[config.mk]
export PLATFORM = sky130hd
export DESIGN_NAME = frontend_top
export DESIGN_NICKNAME = d
export VERILOG_FILES = /design/src/frontend_pkg.sv /design/src/decode.sv /design/src/fetch_ctrl.sv /design/src/frontend_top.sv /design/src/instruction_queue.sv
export VERILOG_INCLUDE_DIRS = /design/src
export SDC_FILE = /design/constraint.sdc
export NUM_CORES = 1
export LEC_CHECK = 0
export BUFFER_PORTS_ARGS = -buffer_cell sky130_fd_sc_hd__clkbuf_2
export CORE_MARGIN = 4
export CORE_UTILIZATION = 49
export CTS_BUF_LIST = sky130_fd_sc_hd__clkbuf_16
export DETAILED_ROUTE_END_ITERATION = 6
export PLACE_DENSITY_LB_ADDON = 0.25
export SLEW_MARGIN = 20
export SYNTH_ARGS = -nofsm -noshare
export SYNTH_HDL_FRONTEND = slang
export SYNTH_SLANG_ARGS = --single-unit
[constraint.sdc]
create_clock -name clk -period 40.6 [get_ports clk]
set_input_delay 4.06 -clock clk [delete_from_list [all_inputs] [get_ports clk]]
set_output_delay 4.06 -clock clk [all_outputs]
set_load 0.005 [all_outputs]
[src/frontend_defines.svh]
`ifndef FRONTEND_DEFINES_SVH
`define FRONTEND_DEFINES_SVH

// the instruction queue holds 2**FRONTEND_IQ_DEPTH_BITS entries
`define FRONTEND_IQ_DEPTH_BITS 3

// first address fetched after reset
`define FRONTEND_RESET_PC 32'h0000_1000

// requests that may be waiting for a memory response at any one time
`define FRONTEND_MAX_OUTSTANDING 8

`endif

[src/frontend_pkg.sv]
package frontend_pkg;

  // PCs, instruction words and immediates all share this width
  typedef logic [31:0] word_t;

  // fetch sequence number, it only ever counts up
  typedef logic [63:0] order_t;

  // architectural register specifier
  typedef logic [4:0] reg_idx_t;

  // major opcode in bits 6:0 of an instruction
  typedef logic [6:0] opcode_t;

  typedef struct packed {
    logic [2:0] funct3;
    logic [6:0] funct7;
    opcode_t    opcode;
    word_t      imm;
    reg_idx_t   rs1_s;
    reg_idx_t   rs2_s;
    reg_idx_t   rd_s;
  } decoded_t;

  // everything the issue stage needs about one fetched instruction
  typedef struct packed {
    order_t   order;
    word_t    pc;
    word_t    pc_next;
    word_t    instr;
    decoded_t dec;
  } issue_t;

endpackage

[src/decode.sv]
`timescale 1ns/100ps

module decode
  import frontend_pkg::*;
(
  input  word_t    inst,
  output decoded_t dec
);

  localparam opcode_t OP_LUI    = 7'b0110111;
  localparam opcode_t OP_AUIPC  = 7'b0010111;
  localparam opcode_t OP_JAL    = 7'b1101111;
  localparam opcode_t OP_JALR   = 7'b1100111;
  localparam opcode_t OP_BRANCH = 7'b1100011;
  localparam opcode_t OP_LOAD   = 7'b0000011;
  localparam opcode_t OP_STORE  = 7'b0100011;
  localparam opcode_t OP_IMM    = 7'b0010011;

  word_t imm_i;
  word_t imm_s;
  word_t imm_b;
  word_t imm_u;
  word_t imm_j;

  // bit 31 is the sign bit in every format
  assign imm_i = {{21{inst[31]}}, inst[30:20]};
  assign imm_s = {{21{inst[31]}}, inst[30:25], inst[11:7]};
  assign imm_b = {{20{inst[31]}}, inst[7], inst[30:25], inst[11:8], 1'b0};
  assign imm_u = {inst[31:12], 12'h000};
  assign imm_j = {{12{inst[31]}}, inst[19:12], inst[20], inst[30:21], 1'b0};

  always_comb begin
    dec.funct3 = inst[14:12];
    dec.funct7 = inst[31:25];
    dec.opcode = inst[6:0];
    dec.rs1_s  = inst[19:15];
    dec.rs2_s  = inst[24:20];
    dec.rd_s   = inst[11:7];

    // register-register ops and anything unknown carry no immediate
    case (inst[6:0])
      OP_JALR, OP_LOAD, OP_IMM: dec.imm = imm_i;
      OP_STORE:                 dec.imm = imm_s;
      OP_BRANCH:                dec.imm = imm_b;
      OP_LUI, OP_AUIPC:         dec.imm = imm_u;
      OP_JAL:                   dec.imm = imm_j;
      default:                  dec.imm = '0;
    endcase
  end

endmodule

[src/fetch_ctrl.sv]
`timescale 1ns/100ps
`include "frontend_defines.svh"

module fetch_ctrl
  import frontend_pkg::*;
(
  input  logic   clk,
  input  logic   rst,
  input  logic   move_flush,
  input  word_t  redirect_pc,
  input  logic   instr_full,
  input  logic   imem_resp,
  output logic   imem_req,
  output word_t  imem_addr,
  output logic   move_fetch,
  output word_t  fetch_pc,
  output order_t fetch_order,
  output logic   iq_resp
);

  localparam int CNT_W = $clog2(`FRONTEND_MAX_OUTSTANDING + 1);
  localparam logic [CNT_W-1:0] MAX_OPEN = CNT_W'(`FRONTEND_MAX_OUTSTANDING);

  word_t            pc_q;
  order_t           order_q;
  logic [CNT_W-1:0] open_cnt;
  logic [CNT_W-1:0] drop_cnt;
  logic             req;
  logic             dropping;

  // responses still owed to requests made before the last flush
  assign dropping = (drop_cnt != '0);

  // a reset or a flush holds fetch for the cycle it is present
  assign req = !rst && !move_flush && !instr_full && (open_cnt < MAX_OPEN);

  assign imem_req    = req;
  assign move_fetch  = req;
  assign imem_addr   = pc_q;
  assign fetch_pc    = pc_q;
  assign fetch_order = order_q;

  // a word that answers a request from before the flush never reaches the queue
  assign iq_resp = imem_resp && !dropping && !move_flush;

  always_ff @(posedge clk) begin
    if (rst) begin
      pc_q     <= `FRONTEND_RESET_PC;
      order_q  <= '0;
      open_cnt <= '0;
      drop_cnt <= '0;
    end else begin
      open_cnt <= open_cnt + CNT_W'(req) - CNT_W'(imem_resp);
      if (req) begin
        pc_q    <= pc_q + 32'd4;
        order_q <= order_q + 64'd1;
      end
      if (move_flush) begin
        pc_q <= redirect_pc;
        // every request open at the flush is stale, the one answered now included
        drop_cnt <= open_cnt - CNT_W'(imem_resp);
      end else if (imem_resp && dropping) begin
        drop_cnt <= drop_cnt - 1'b1;
      end
    end
  end

  open_limit_a: assert property (@(posedge clk) disable iff (rst)
    open_cnt <= MAX_OPEN);

  // the memory answers only what was asked
  no_stray_resp_a: assert property (@(posedge clk) disable iff (rst)
    imem_resp |-> (open_cnt != '0));

endmodule

[src/frontend_top.sv]
`timescale 1ns/100ps

module frontend_top
  import frontend_pkg::*;
(
  input  logic   clk,
  input  logic   rst,
  input  logic   move_flush,
  input  word_t  redirect_pc,
  output logic   imem_req,
  output word_t  imem_addr,
  input  logic   imem_resp,
  input  word_t  imem_rdata,
  output logic   instr_ready,
  input  logic   instr_pop,
  output issue_t issue
);

  logic   move_fetch;
  word_t  fetch_pc;
  order_t fetch_order;
  logic   iq_resp;
  logic   instr_full;

  fetch_ctrl fetch_ctrl_i (
    .clk         (clk),
    .rst         (rst),
    .move_flush  (move_flush),
    .redirect_pc (redirect_pc),
    .instr_full  (instr_full),
    .imem_resp   (imem_resp),
    .imem_req    (imem_req),
    .imem_addr   (imem_addr),
    .move_fetch  (move_fetch),
    .fetch_pc    (fetch_pc),
    .fetch_order (fetch_order),
    .iq_resp     (iq_resp)
  );

  // only filtered responses reach the queue
  instruction_queue instruction_queue_i (
    .clk         (clk),
    .rst         (rst),
    .move_flush  (move_flush),
    .move_fetch  (move_fetch),
    .imem_resp   (iq_resp),
    .instr_pop   (instr_pop),
    .imem_rdata  (imem_rdata),
    .fetch_order (fetch_order),
    .fetch_pc    (fetch_pc),
    .instr_full  (instr_full),
    .instr_valid (),
    .instr_ready (instr_ready),
    .issue       (issue)
  );

endmodule

[src/instruction_queue.sv]
`timescale 1ns/100ps
`include "frontend_defines.svh"

module instruction_queue
  import frontend_pkg::*;
#(
  parameter int DEPTH_BITS = `FRONTEND_IQ_DEPTH_BITS
) (
  input  logic   clk,
  input  logic   rst,
  input  logic   move_flush,
  input  logic   move_fetch,
  input  logic   imem_resp,
  input  logic   instr_pop,
  input  word_t  imem_rdata,
  input  order_t fetch_order,
  input  word_t  fetch_pc,
  output logic   instr_full,
  output logic   instr_valid,
  output logic   instr_ready,
  output issue_t issue
);

  localparam int ENTRIES = 2 ** DEPTH_BITS;

  typedef logic [DEPTH_BITS-1:0] idx_t;

  // a slot is reserved at fetch time and completed when its word comes back
  order_t order_mem [ENTRIES];
  word_t  pc_mem    [ENTRIES];
  word_t  instr_mem [ENTRIES];

  logic [ENTRIES-1:0] valid_q;
  logic [ENTRIES-1:0] ready_q;
  idx_t               valid_head;
  idx_t               valid_tail;
  idx_t               ready_head;
  idx_t               ready_tail;
  word_t              tail_instr;
  decoded_t           tail_dec;

  // the ring is full once the next slot to reserve is still occupied
  assign instr_full  = valid_q[valid_head];
  assign instr_valid = valid_q[valid_tail];
  assign instr_ready = ready_q[ready_tail];

  assign tail_instr = instr_mem[ready_tail];

  decode decode_i (
    .inst (tail_instr),
    .dec  (tail_dec)
  );

  always_comb begin
    issue.order   = order_mem[ready_tail];
    issue.pc      = pc_mem[ready_tail];
    issue.pc_next = pc_mem[ready_tail] + 32'd4;
    issue.instr   = tail_instr;
    issue.dec     = tail_dec;
  end

  always_ff @(posedge clk) begin
    if (rst || move_flush) begin
      valid_q    <= '0;
      ready_q    <= '0;
      valid_head <= '0;
      valid_tail <= '0;
      ready_head <= '0;
      ready_tail <= '0;
    end else begin
      if (instr_pop) begin
        valid_q[valid_tail] <= 1'b0;
        ready_q[ready_tail] <= 1'b0;
        valid_tail          <= valid_tail + 1'b1;
        ready_tail          <= ready_tail + 1'b1;
      end
      if (move_fetch) begin
        valid_q[valid_head] <= 1'b1;
        valid_head          <= valid_head + 1'b1;
      end
      // responses come back in request order, so they fill slots in order too
      if (imem_resp) begin
        ready_q[ready_head] <= 1'b1;
        ready_head          <= ready_head + 1'b1;
      end
    end
  end

  always_ff @(posedge clk) begin
    if (move_fetch) begin
      pc_mem[valid_head]    <= fetch_pc;
      order_mem[valid_head] <= fetch_order;
    end
    if (imem_resp) begin
      instr_mem[ready_head] <= imem_rdata;
    end
  end

  // fetch has to look at instr_full before it reserves a slot
  no_push_full_a: assert property (@(posedge clk) disable iff (rst)
    move_fetch |-> !instr_full);

  no_pop_unready_a: assert property (@(posedge clk) disable iff (rst)
    instr_pop |-> instr_ready);

endmodule
Yosys cells after proc, flatten, opt, wreduce, memory -nomap -nowiden
Memories as Yosys holds them, arrays and structs flattened. A register that Yosys moved wholly into a read port is not among the register bits.
Index checks and enable logic that the tools add are counted.
{"block": "word_totals", "wordCells": 100, "ramBits": 1024, "mem_count": 3, "in_bits": 69, "latchBits": 0, "ff_bits": 132, "romBits": 0}
{"block": "classes", "bitwise": 6, "div_mod_pow": 0, "multipliers": 0, "n_mux": 33, "shifts": 0, "magnitude_cmp": 9, "n_reduce_logical": 20, "addsub": 11, "n_eq_ne": 8}
{"memory": "instruction_queue_i.order_mem", "depth": 8, "width": 64, "rd": 1, "rd_ports_with_merged_regs": 1, "wr": 1, "line_no": "instruction_queue.sv:29", "text": "order_t order_mem [ENTRIES];"}
{"memory": "instruction_queue_i.instr_mem", "depth": 8, "width": 32, "rd": 1, "rd_ports_with_merged_regs": 1, "wr": 1, "line_no": "instruction_queue.sv:31", "text": "word_t instr_mem [ENTRIES];"}
{"memory": "instruction_queue_i.pc_mem", "depth": 8, "width": 32, "rd": 1, "rd_ports_with_merged_regs": 1, "wr": 1, "line_no": "instruction_queue.sv:30", "text": "word_t pc_mem [ENTRIES];"}
{"operator": "case mux 32 bit (5 select lines)", "count": 1}
{"operator": "adder 32 x 3 -> 32 bit, second input constant", "count": 2}
{"operator": "adder 64 x 1 -> 64 bit, second input constant", "count": 1}
{"operator": "2-to-1 mux 32 bit", "count": 2}
{"operator": "2-to-1 mux 8 bit", "count": 6}
{"operator": "== test 7 bit, second input constant", "count": 3}
{"operator": "2-to-1 mux 3 bit", "count": 6}
{"operator": "bitwise AND 8 bit", "count": 2}
{"operator": "less-than comparator 3 x 4 -> 1 bit, second input constant", "count": 4}
{"operator": "inverter 8 bit", "count": 2}
{"operator": "bitwise OR 8 bit", "count": 2}
{"operator": "== test 7 x 5 -> 1 bit, second input constant", "count": 2}
{"operator": "== test 7 x 6 -> 1 bit, second input constant", "count": 2}
{"operator": "adder 3 x 1 -> 3 bit, second input constant", "count": 4}
{"operator": "demux 1 bit (select 3 bit)", "count": 4}
{"operator": ">= comparator 3 x 1 -> 1 bit, second input constant", "count": 4}
{"operator": "logical AND 1 bit", "count": 10}
{"operator": "2-to-1 mux 1 bit", "count": 10}
{"operator": "2-to-1 mux 4 bit", "count": 2}
{"operator": "subtractor 4 x 1 -> 4 bit", "count": 2}
{"operator": "== test 7 x 2 -> 1 bit, second input constant", "count": 1}
{"operator": "binary-select mux 1 bit (select 3 bit)", "count": 2}
{"operator": "adder 4 x 1 -> 4 bit", "count": 1}
{"operator": "logical NOT 1 bit", "count": 4}
{"operator": "7 further kinds", "count": 8}

Logic depth before layout (Yosys ltp)
Gate-level depths: netlist of run 1.
{"block": "logic_depth", "depth_word": 10, "ltp_mapped": 12}

Cells and area by module
Synthesis of run 1 repeated with hierarchy kept, for this count alone.
{"block": "unflattened", "cells_unflattened": 2746, "area_unflattened_um2": 47060.1}
{"module": "instruction_queue", "cells_per_inst": 1964, "n_inst": 1, "area_per_inst_um2": 40634.0}
{"module": "fetch_ctrl", "cells_per_inst": 677, "n_inst": 1, "area_per_inst_um2": 5604.1}
{"module": "decode", "cells_per_inst": 105, "n_inst": 1, "area_per_inst_um2": 822.0}

Worst setup path before layout of run 1
OpenSTA, ideal clock, no wires.
{"block": "synth_timing", "path_kind": "input port to flip-flop", "startpoint": "input port move_flush", "endpoint": "register instruction_queue_i.valid_q[2]", "arrival_ps": 15599, "t_required_ps": 40497, "setup_slack_ps": 24899, "setup_ps": 103, "path_stages": 5, "cell_sequence": "clkbuf_1 > nor2_1 > nand3_1 > nor4b_1 > o21a_1"}
{"block": "synth_between", "elab_chain_cells": 5, "elab_cells_between_ends": 6}
{"item": "from (decl)", "line_no": "frontend_top.sv:8", "text": "input logic move_flush,"}
{"item": "logical NOT 1 bit", "line_no": "fetch_ctrl.sv:35", "text": "assign req = !rst && !move_flush && !instr_full && (open_cnt < MAX_OPEN);"}
{"item": "logical AND 1 bit (3 in a row)", "line_no": "fetch_ctrl.sv:35"}
{"item": "2-to-1 mux 8 bit", "line_no": "instruction_queue.sv:77", "text": "if (move_fetch) begin"}
{"item": "to (signal assigned)", "line_no": "instruction_queue.sv:64", "text": "valid_q <= '0;"}
{"item": "to (signal, indexed assignment)", "line_no": "instruction_queue.sv:72", "text": "valid_q[valid_tail] <= 1'b0;"}
{"item": "to (signal, indexed assignment)", "line_no": "instruction_queue.sv:78", "text": "valid_q[valid_head] <= 1'b1;"}
{"item": "to (decl)", "line_no": "instruction_queue.sv:33", "text": "logic [ENTRIES-1:0] valid_q;"}
Parallel ways exist; a longest one is shown, timed or not.
A chain may end at the register's enable or synchronous reset.

Worst setup path after layout of run 1
{"block": "layout_timing", "startpoint": "input port move_flush", "endpoint": "output port imem_req"}
{"block": "layout_between", "elab_chain_cells": 4}
{"item": "logical NOT 1 bit", "line_no": "fetch_ctrl.sv:35"}
{"item": "logical AND 1 bit (3 in a row)", "line_no": "fetch_ctrl.sv:35"}
{"item": "to (decl)", "line_no": "frontend_top.sv:10", "text": "output logic imem_req,"}
No other way between the ends.

==> flow_metrics.env, run 1 <==
export IMPL_place_gp_congestion=0.822
export IMPL_initial_core_util=0.495
export IMPL_setup_violations=0
export IMPL_insertion_delay_ps=690
export IMPL_cts_buffer_depth=3
export IMPL_ys_seq_area_frac=0.723
export IMPL_synth_edf_count=1024
export IMPL_h_tree_depth=3
export IMPL_end_kind="output pin"
export IMPL_grt_pass1_vias=24800
export IMPL_rsz0062_at_grt="false"
export IMPL_internal_power_uw=1980
export IMPL_grt_usage=0.209
export IMPL_cts_tree="yes"
export IMPL_power_frac_comb=0.062
export IMPL_synth_area_per_cell_sq_um=18.5
export IMPL_grt_pass1_wl_microns=156000
export IMPL_numPortBuffers=326
export IMPL_via_per_inst=5.79
export IMPL_max_slew_margin=0.254
export IMPL_slew_violations=0
export IMPL_clock_sinks=1159
export IMPL_final_hold_viol_count=0
export IMPL_drv_cap=0
export IMPL_period_needed_ps=10320
export IMPL_drive_gt1_frac=0.316
export IMPL_num_vias=24300
export IMPL_yosysWarnings=0
export IMPL_synth_distinct_cells=51
export IMPL_antenna_found_initial=9
export IMPL_synth_area_sq_um=46300
export IMPL_dp_slack_ps=30290
export IMPL_clock_skew_ps=23.8
export IMPL_p_sw_frac=0.215
export IMPL_whs_ps=469
export IMPL_placed_area_sq_um=49100
export IMPL_place_hpwl_microns=60600
export IMPL_first_iter_violations=1909
export IMPL_p_switching_uw=543
export IMPL_crit_path_start_kind="primary input"
export IMPL_layout_common_cells="edfxtp_1 (1024), clkbuf_2 (325), mux4_2 (260)"
export IMPL_p_per_area_nw_per_um2=47.7
export IMPL_crit_type="in -> out"
export IMPL_cp_required_ps=36540
export IMPL_path_max_fanout=19
export IMPL_hold_buffers=0
export IMPL_cts_made_buffers=114
export IMPL_finalPower_uw=2520
export IMPL_clockRootBuffer="clkbuf_16"
export IMPL_setup_ws_ps=30280
export IMPL_fp_dieH_microns=315
export IMPL_period_share=0.254
export IMPL_die_area_sq_um=99500
export IMPL_synthesis_nets=2588
export IMPL_layout_commonest_cell="edfxtp_1"
export IMPL_wl_per_cell_microns=24.9
export IMPL_ir_worst_vdd_mv=0.0389
export IMPL_critPathArrivalTime_ps=6260
export IMPL_clkPwrFrac=0.409
export IMPL_path_clk_slew_ps=60
export IMPL_ys_seq_elements=1159
export IMPL_area_growth_pct=14.2
export IMPL_stdcell_area_sq_um=52900
export IMPL_async_flop_share=0
export IMPL_worst_pin_slew_ps=1120
export IMPL_hp_class="reg -> reg"
export IMPL_tns_ps=0
export IMPL_postSynthCellCount=2503
export IMPL_grt_overflow=0
export IMPL_ios=327
export IMPL_core_sq_um=93500
export IMPL_p_seq_frac=0.529
export IMPL_ant_nets=0
export IMPL_p_leak_uw=0.0174
export IMPL_finalNetCount=2926
export IMPL_rrSetupSlack_ps=36000
export IMPL_postRouteWirelength_microns=104000
export IMPL_row_count=112
export IMPL_drc=0
export IMPL_grt_max_degree=146
export IMPL_synth_main_ff_cell="edfxtp_1"
export IMPL_run_status="complete, no violations"
export IMPL_max_freq_ghz=0.0969
export IMPL_post_cts_resized=0
export IMPL_cts_setup_buffers=0
export IMPL_die_w_microns=315
export IMPL_first_pass_iters=6
==> power by group through the flow <==
stage | clock network, uW | logic [uW] | registers [uW]
after floorplan | 0 | 100 | 1350
after global placement | 0 | 156 | 1360
after detailed placement | 0 | 159 | 1360
after CTS | 1060 | 160 | 1340
after global routing | 1110 | 172 | 1340
final | 1030 | 157 | 1340
==> stage by stage <==
step,std cells,util
final,4199,0.566
after global placement,3978,0.526
after global routing,4198,0.566
after CTS,4195,0.565
after detailed placement,3978,0.526
after floorplan,2503,-
==> worst max-delay path, cell delays in order <==
cell	delay, ps
clkbuf_2	330
nor2_1	580
nand3_1	490
inv_1	560
clkbuf_2	210
==> routing by layer <==
metal / GRT usage / share of wire / vias up
met4: 0.0614 / 0.026 / 10
met5: 0 / 0.00066 / -
met3: 0.0457 / 0.071 / 160
li1: - / - / 10600
met1: 0.277 / 0.40 / 12700
met2: 0.352 / 0.51 / 820
==> state kept, by name, indices dropped and copies added, names as in the netlist, named ones only <==
register / flops
fetch_ctrl_i.drop_cnt: 4
fetch_ctrl_i.fetch_order: 64
fetch_ctrl_i.fetch_pc: 32
fetch_ctrl_i.open_cnt: 4
instruction_queue_i.instr_mem: 256
instruction_queue_i.order_mem: 512
instruction_queue_i.pc_mem: 256
instruction_queue_i.ready_head: 3
instruction_queue_i.ready_q: 8
instruction_queue_i.ready_tail: 3
instruction_queue_i.valid_head: 3
instruction_queue_i.valid_q: 8
instruction_queue_i.valid_tail: 3
==> synth_stat cells, types with 42 or more instances <==
master | number | share of area
a21oi_1 | 45 | 0.0049
inv_1 | 74 | 0.0060
nand2_1 | 87 | 0.0071
edfxtp_1 | 1024 | 0.66
dfxtp_1 | 135 | 0.058
nand3_1 | 57 | 0.0062
o21ai_0 | 42 | 0.0045
xor2_1 | 45 | 0.0085
mux4_2 | 260 | 0.13
clkbuf_1 | 58 | 0.0047
xnor2_1 | 66 | 0.012
buf_4 | 42 | 0.0068
nor2_1 | 112 | 0.0091
mux2_2 | 95 | 0.023
mux2i_1 | 47 | 0.010
==> logic make-up (layout without fill, tap and decap cells) <==
logic type / after synthesis / after routing / share of synthesized area
adders and majority gates: 16 / 16 / 0.00449
other: 0 / 3 / 0
and+or+nand+nor: 449 / 449 / 0.0498
AOI/OAI and AO/OA: 143 / 143 / 0.0193
DFF: 1159 / 1159 / 0.723
muxes: 404 / 404 / 0.160
xor gates and xnor gates: 111 / 111 / 0.0210
buffers and inverters: 221 / 660 / 0.0226
==> final cells by class <==
class | instances | area [sq um]
antenna | 3 | 7.51
clock buffer | 118 | 2950
clock inverter | 99 | 782
fill | 7054 | 40600
inverter | 74 | 285
multi-input combinational | 1123 | 11800
sequential | 1159 | 33500
tap | 1254 | 1570
timing repair buffer | 369 | 1990
==> path summary, 6_finish.rpt <==
kind,startpoint,end,cells after the start
hold / removal,instruction_queue_i.ready_q[0],instruction_queue_i.ready_q[0],2
setup reg to reg,instruction_queue_i.valid_head[0],instruction_queue_i.order_mem[6][42],8
setup / recovery,move_flush,imem_req,5
hold reg to reg,instruction_queue_i.ready_q[0],instruction_queue_i.ready_q[0],2
No activity file was read; power rests on OpenSTA's default activity.
==> run 2: changes to the inputs <==
Clock period 40.6 ns to 9.7 ns, I/O delays scaled along.
==> run 2 against run 1 <==
Critical endpoint is now issue[127]; clock power grew to 4.2 times the previous value; wire length is 1.6% higher; die area stayed put; critical path depth is 3 higher; first-iteration DRC count is 10% higher; power grew to 4.2 times the previous value.
==> flow_metrics.env, run 2 (same netlist as run 1, synthesis figures left out) <==
export IMPL_grt_overflow=0
export IMPL_end_kind="output pin"
export IMPL_grt_busiest_layer="met2"
export IMPL_final_hold_viol_count=0
export IMPL_p_per_area_nw_per_um2=200
export IMPL_use_met1=0.285
export IMPL_multi_input_area_sq_um=11800
export IMPL_hp_class="reg -> reg"
export IMPL_drv_cap=0
export IMPL_critical_path_buf_inv_count=2
export IMPL_cts_buffer_depth=3
export IMPL_core_sq_um=93500
export IMPL_ios=327
export IMPL_layout_common_cells="edfxtp_1 (1024), clkbuf_2 (325), mux4_2 (260)"
export IMPL_postRouteWirelength_microns=106000
export IMPL_postLayoutCoreUtil=0.565
export IMPL_fp_dieH_microns=315
export IMPL_h_tree_depth=3
export IMPL_row_count=112
export IMPL_path_max_fanout=58
export IMPL_ant_nets=0
export IMPL_insertion_delay_ps=690
export IMPL_crit_type="reg -> out"
export IMPL_grt_max_degree=131
export IMPL_finalNetCount=2922
export IMPL_clockRootBuffer="clkbuf_16"
export IMPL_stdcell_count=4187
export IMPL_numPortBuffers=326
export IMPL_rsz0062_at_grt="false"
export IMPL_stdcell_area_sq_um=52900
export IMPL_run_status="complete, no violations"
export IMPL_layout_commonest_cell="edfxtp_1"
export IMPL_hold_buffers=0
export IMPL_crit_slowest_cell="dfxtp_4"
export IMPL_path_cells="buf_4, mux4_2, mux2i_1, nor4_1, nand3_1, nor4_1, xor2_1, clkbuf_2"
export IMPL_crit_path_start_kind="register"
export IMPL_reg_top3="instruction_queue_i.order_mem: 512 flops, instruction_queue_i.instr_mem: 256 flops, instruction_queue_i.pc_mem: 256 flops"
export IMPL_cts_made_buffers=114
export IMPL_via_per_inst=5.81
export IMPL_drive_gt1_frac=0.314
export IMPL_regArea_sq_um=33500
export IMPL_largest_reg_flops=512
export IMPL_p_leak_uw=0.0174
export IMPL_slew_violations=0
export IMPL_cp_required_ps=8730
export IMPL_cts_tree="yes"
export IMPL_max_slew_margin=0.241
export IMPL_first_pass_iters=5
export IMPL_die_w_microns=315
export IMPL_ir_worst_vdd_mv=0.140
export IMPL_clock_sinks=1159
export IMPL_initial_core_util=0.495
export IMPL_antenna_found_initial=2
export IMPL_cts_setup_buffers=0
export IMPL_place_gp_congestion=0.834
export IMPL_wl_per_cell_microns=25.3
export IMPL_dp_cells=3974
export IMPL_finalPower_uw=10600
export IMPL_period_share=0.675
export IMPL_place_hpwl_microns=62700
export IMPL_max_stage_delay_ps=1010
export IMPL_n_fill_cell=7030
export IMPL_placed_area_sq_um=49100
export IMPL_first_iter_violations=2101
export IMPL_setup_violations=0
export IMPL_period_needed_ps=6550
export IMPL_cp_top_family="simple AND/OR/NAND/NOR gates"
export IMPL_rrSetupSlack_ps=5030
export IMPL_grt_use_met3=0.0336
export IMPL_top_register="instruction_queue_i.order_mem"
export IMPL_area_growth_pct=14.2
export IMPL_drc=0
export IMPL_clock_skew_ps=33.2
export IMPL_met2_usage=0.368
export IMPL_worst_pin_slew_ps=1130
export IMPL_post_cts_resized=0
export IMPL_max_freq_ghz=0.153
export IMPL_grt_pass1_wl_microns=160000
export IMPL_grt_usage=0.214
export IMPL_critPathArrivalTime_ps=5580
export IMPL_path_clk_slew_ps=60
export IMPL_num_vias=24300
export IMPL_path_common_cell="nor4_1"
export IMPL_grt_pass1_vias=25400
export IMPL_die_area_sq_um=99500
==> run 2: cell types whose count changed in the layout (fill, tap and decap cells not counted), sizes merged <==
cell,before,now
buf,44,40
bufinv,11,12
clkbuf,443,440
clkinv,58,52
clkinvlp,6,5
diode,3,1
inv,98,101
==> run 2: path summary, 6_finish.rpt <==
kind | startpoint | endpoint | depth (start not counted)
worst min-delay path | instruction_queue_i.ready_q[1] | instruction_queue_i.ready_q[1] | 2
worst min register to register | instruction_queue_i.ready_q[1] | instruction_queue_i.ready_q[1] | 2
worst max-delay path | register | issue[127] | 8
worst max register to register | instruction_queue_i.valid_head[0] | instruction_queue_i.order_mem[4][47] | 7
==> run 2: power by group <==
group / leakage (uW) / total (uW) / internal [uW] / switching (uW)
logic: 0.00490 / 666 / 289 / 377
registers: 0.0106 / 5590 / 5510 / 80.5
clock network: 0.00190 / 4340 / 2480 / 1860
==> run 2: per-layer routing <==
layer / vias to the layer above / share of wire
li1: 10600 / -
met1: 12700 / 0.41
met2: 788 / 0.51
met3: 174 / 0.060
met4: 4 / 0.024
met5: - / 0.00025
==> run 2: metrics by stage <==
| stage | TNS (ps) | hold WS, ps | setup WS (ps) |
|---|---|---|---|
| floorplan | -32660 | 445 | -178 |
| global placement | 0 | 461 | 3850 |
| detailed placement | 0 | 462 | 3710 |
| CTS | 0 | 470 | 2960 |
| global route | 0 | 494 | 2720 |
| finish | 0 | 468 | 3150 |
==> run 2: final cells by class <==
class / count / share of cell area
flip-flops and latches: 1159 / 0.633
multi-input cells: 1123 / 0.224
clock buffers: 115 / 0.0545
repair buffers: 365 / 0.0373
well taps: 1254 / 0.0297
clock inverters: 96 / 0.0157
inverters: 74 / 0.00540
diodes: 1 / 0.0000473
==> run 2: worst min-delay path, delay by kind of cell, from the launching register on <==
kind,cells,cell delay [ps]
AO/OA/AOI/OAI,2,120
flip-flops,1,310
==> run 3: changes to the inputs <==
Clock period 9.7 ns to 6.8 ns, I/O delays scaled along.
==> run 3 against run 2 <==
Register-to-register slack lost 2700 ps; sequential share of layout area barely moved; clock power grew 38%; core utilization about the same.
==> flow_metrics.env, run 3 (same netlist as run 1, synthesis figures left out) <==
export IMPL_layout_common_cells="edfxtp_1 (1024), clkbuf_2 (325), mux4_2 (260)"
export IMPL_max_slew_margin=0.246
export IMPL_layout_commonest_cell="edfxtp_1"
export IMPL_rsz0062_at_grt="false"
export IMPL_insertion_delay_ps=680
export IMPL_path_clk_slew_ps=60
export IMPL_row_count=112
export IMPL_grt_busiest_layer="met2"
export IMPL_period_needed_ps=5390
export IMPL_cts_tree="yes"
export IMPL_p_switching_uw=3240
export IMPL_grt_pass1_vias=24900
export IMPL_stdcell_count=4201
export IMPL_die_area_sq_um=99500
export IMPL_power_frac_comb=0.063
export IMPL_internal_power_uw=11700
export IMPL_finalNetCount=2930
export IMPL_die_w_microns=315
export IMPL_clkPwrFrac=0.401
export IMPL_clock_skew_ps=19.4
export IMPL_antenna_found_initial=9
export IMPL_postLayoutCoreUtil=0.565
export IMPL_path_max_fanout=45
export IMPL_largest_reg_flops=512
export IMPL_p_seq_frac=0.536
export IMPL_critPathArrivalTime_ps=4710
export IMPL_crit_type="reg -> out"
export IMPL_cts_setup_buffers=0
export IMPL_cts_made_buffers=114
export IMPL_max_freq_ghz=0.185
export IMPL_finalPower_uw=14900
export IMPL_grt_overflow=0
export IMPL_clock_sinks=1159
export IMPL_dp_cells=3983
export IMPL_setup_violations=0
export IMPL_cts_buffer_depth=3
export IMPL_hold_buffers=0
export IMPL_first_pass_iters=6
export IMPL_min_from="redirect_pc[19]"
export IMPL_cp_required_ps=6120
export IMPL_ir_worst_vdd_mv=0.206
export IMPL_initial_core_util=0.495
export IMPL_p_leak_uw=0.0174
export IMPL_grt_usage=0.211
export IMPL_top_register="instruction_queue_i.order_mem"
export IMPL_use_met1=0.281
export IMPL_end_kind="output pin"
export IMPL_drc=0
export IMPL_p_per_area_nw_per_um2=282
export IMPL_grt_pass1_wl_microns=157000
export IMPL_drv_cap=0
export IMPL_grt_use_met3=0.0376
export IMPL_drive_gt1_frac=0.313
export IMPL_place_hpwl_microns=62500
export IMPL_clockRootBuffer="clkbuf_16"
export IMPL_num_vias=24300
export IMPL_run_status="complete, no violations"
export IMPL_final_hold_viol_count=0
export IMPL_met2_usage=0.361
export IMPL_worst_r2r_startpoint="instruction_queue_i.valid_head[0]"
export IMPL_period_share=0.793
export IMPL_ios=327
export IMPL_worst_pin_slew_ps=1130
export IMPL_grt_max_degree=81
export IMPL_slew_violations=0
export IMPL_h_tree_depth=3
export IMPL_reg_top3="instruction_queue_i.order_mem: 512 flops, instruction_queue_i.instr_mem: 256 flops, instruction_queue_i.pc_mem: 256 flops"
export IMPL_via_per_inst=5.80
export IMPL_area_growth_pct=14.1
export IMPL_place_gp_congestion=0.841
export IMPL_hp_class="in -> reg"
export IMPL_post_cts_resized=0
export IMPL_tns_ps=0
export IMPL_ant_nets=0
export IMPL_first_iter_violations=2257
export IMPL_wl_per_cell_microns=25.0
export IMPL_crit_path_start_kind="register"
export IMPL_core_sq_um=93500
export IMPL_p_sw_frac=0.217
export IMPL_numPortBuffers=326
export IMPL_postRouteWirelength_microns=105000
export IMPL_fp_dieH_microns=315
[run 3: cell count changes in the layout (fill, tap and decap cells not counted), sizes merged]
cell    delta
diode      +3
clkinv     -3
inv        +9
clkbuf     +1
bufinv     -4
buf        +8
[run 3: critical path, cell delays in order, from the launching register on]
cell,delay (ps)
dfxtp_4,950
buf_4,550
mux4_2,550
mux2_2,350
or2_2,320
nor3_1,740
nand2_1,170
o21ai_0,210
clkbuf_2,160
[run 3: power groups by stage]
stage / Combinational, uW / Clock [uW] / Sequential [uW]
final: 938 / 5970 / 7980
after floorplan: 598 / 0 / 8070
after detailed placement: 956 / 0 / 8130
after global routing: 1030 / 6440 / 7990
after global placement: 940 / 0 / 8110
after CTS: 961 / 6120 / 7980
[run 3: layout make-up]
class,instances,area [sq um]
clock buffers,116,2900
flip-flops and latches,1159,33500
diodes,4,10.0
clock inverters,98,678
inverters,74,285
fillers,7148,40700
multi-input cells,1123,11900
well taps,1254,1570
repair buffers,373,2040
[run 3: routing by layer]
layer,up-vias,share of wire
li1,10600,-
met1,12600,0.40
met2,894,0.51
met3,179,0.069
met4,6,0.022
met5,-,0.00041
[run 3: stage by stage]
stage | hold WS, ps | setup slack, ps | instance area [sq um]
floorplan | 445 | -2790 | 46300
global placement | 459 | 1990 | 49200
detailed placement | 464 | 1950 | 49200
CTS | 191 | 1170 | 52800
global route | 224 | 969 | 52800
finish | 239 | 1410 | 52800
[run 3: worst paths after layout]
| path | depth (start not counted) | end | slack (ps) |
|---|---|---|---|
| min reg2reg | 2 | instruction_queue_i.ready_q[1] | 470 |
| max reg2reg | 8 | instruction_queue_i.order_mem[5][21] | 2310 |
| max | 8 | issue[15] | 1410 |
| min | 3 | fetch_ctrl_i.fetch_pc[19] | 240 |
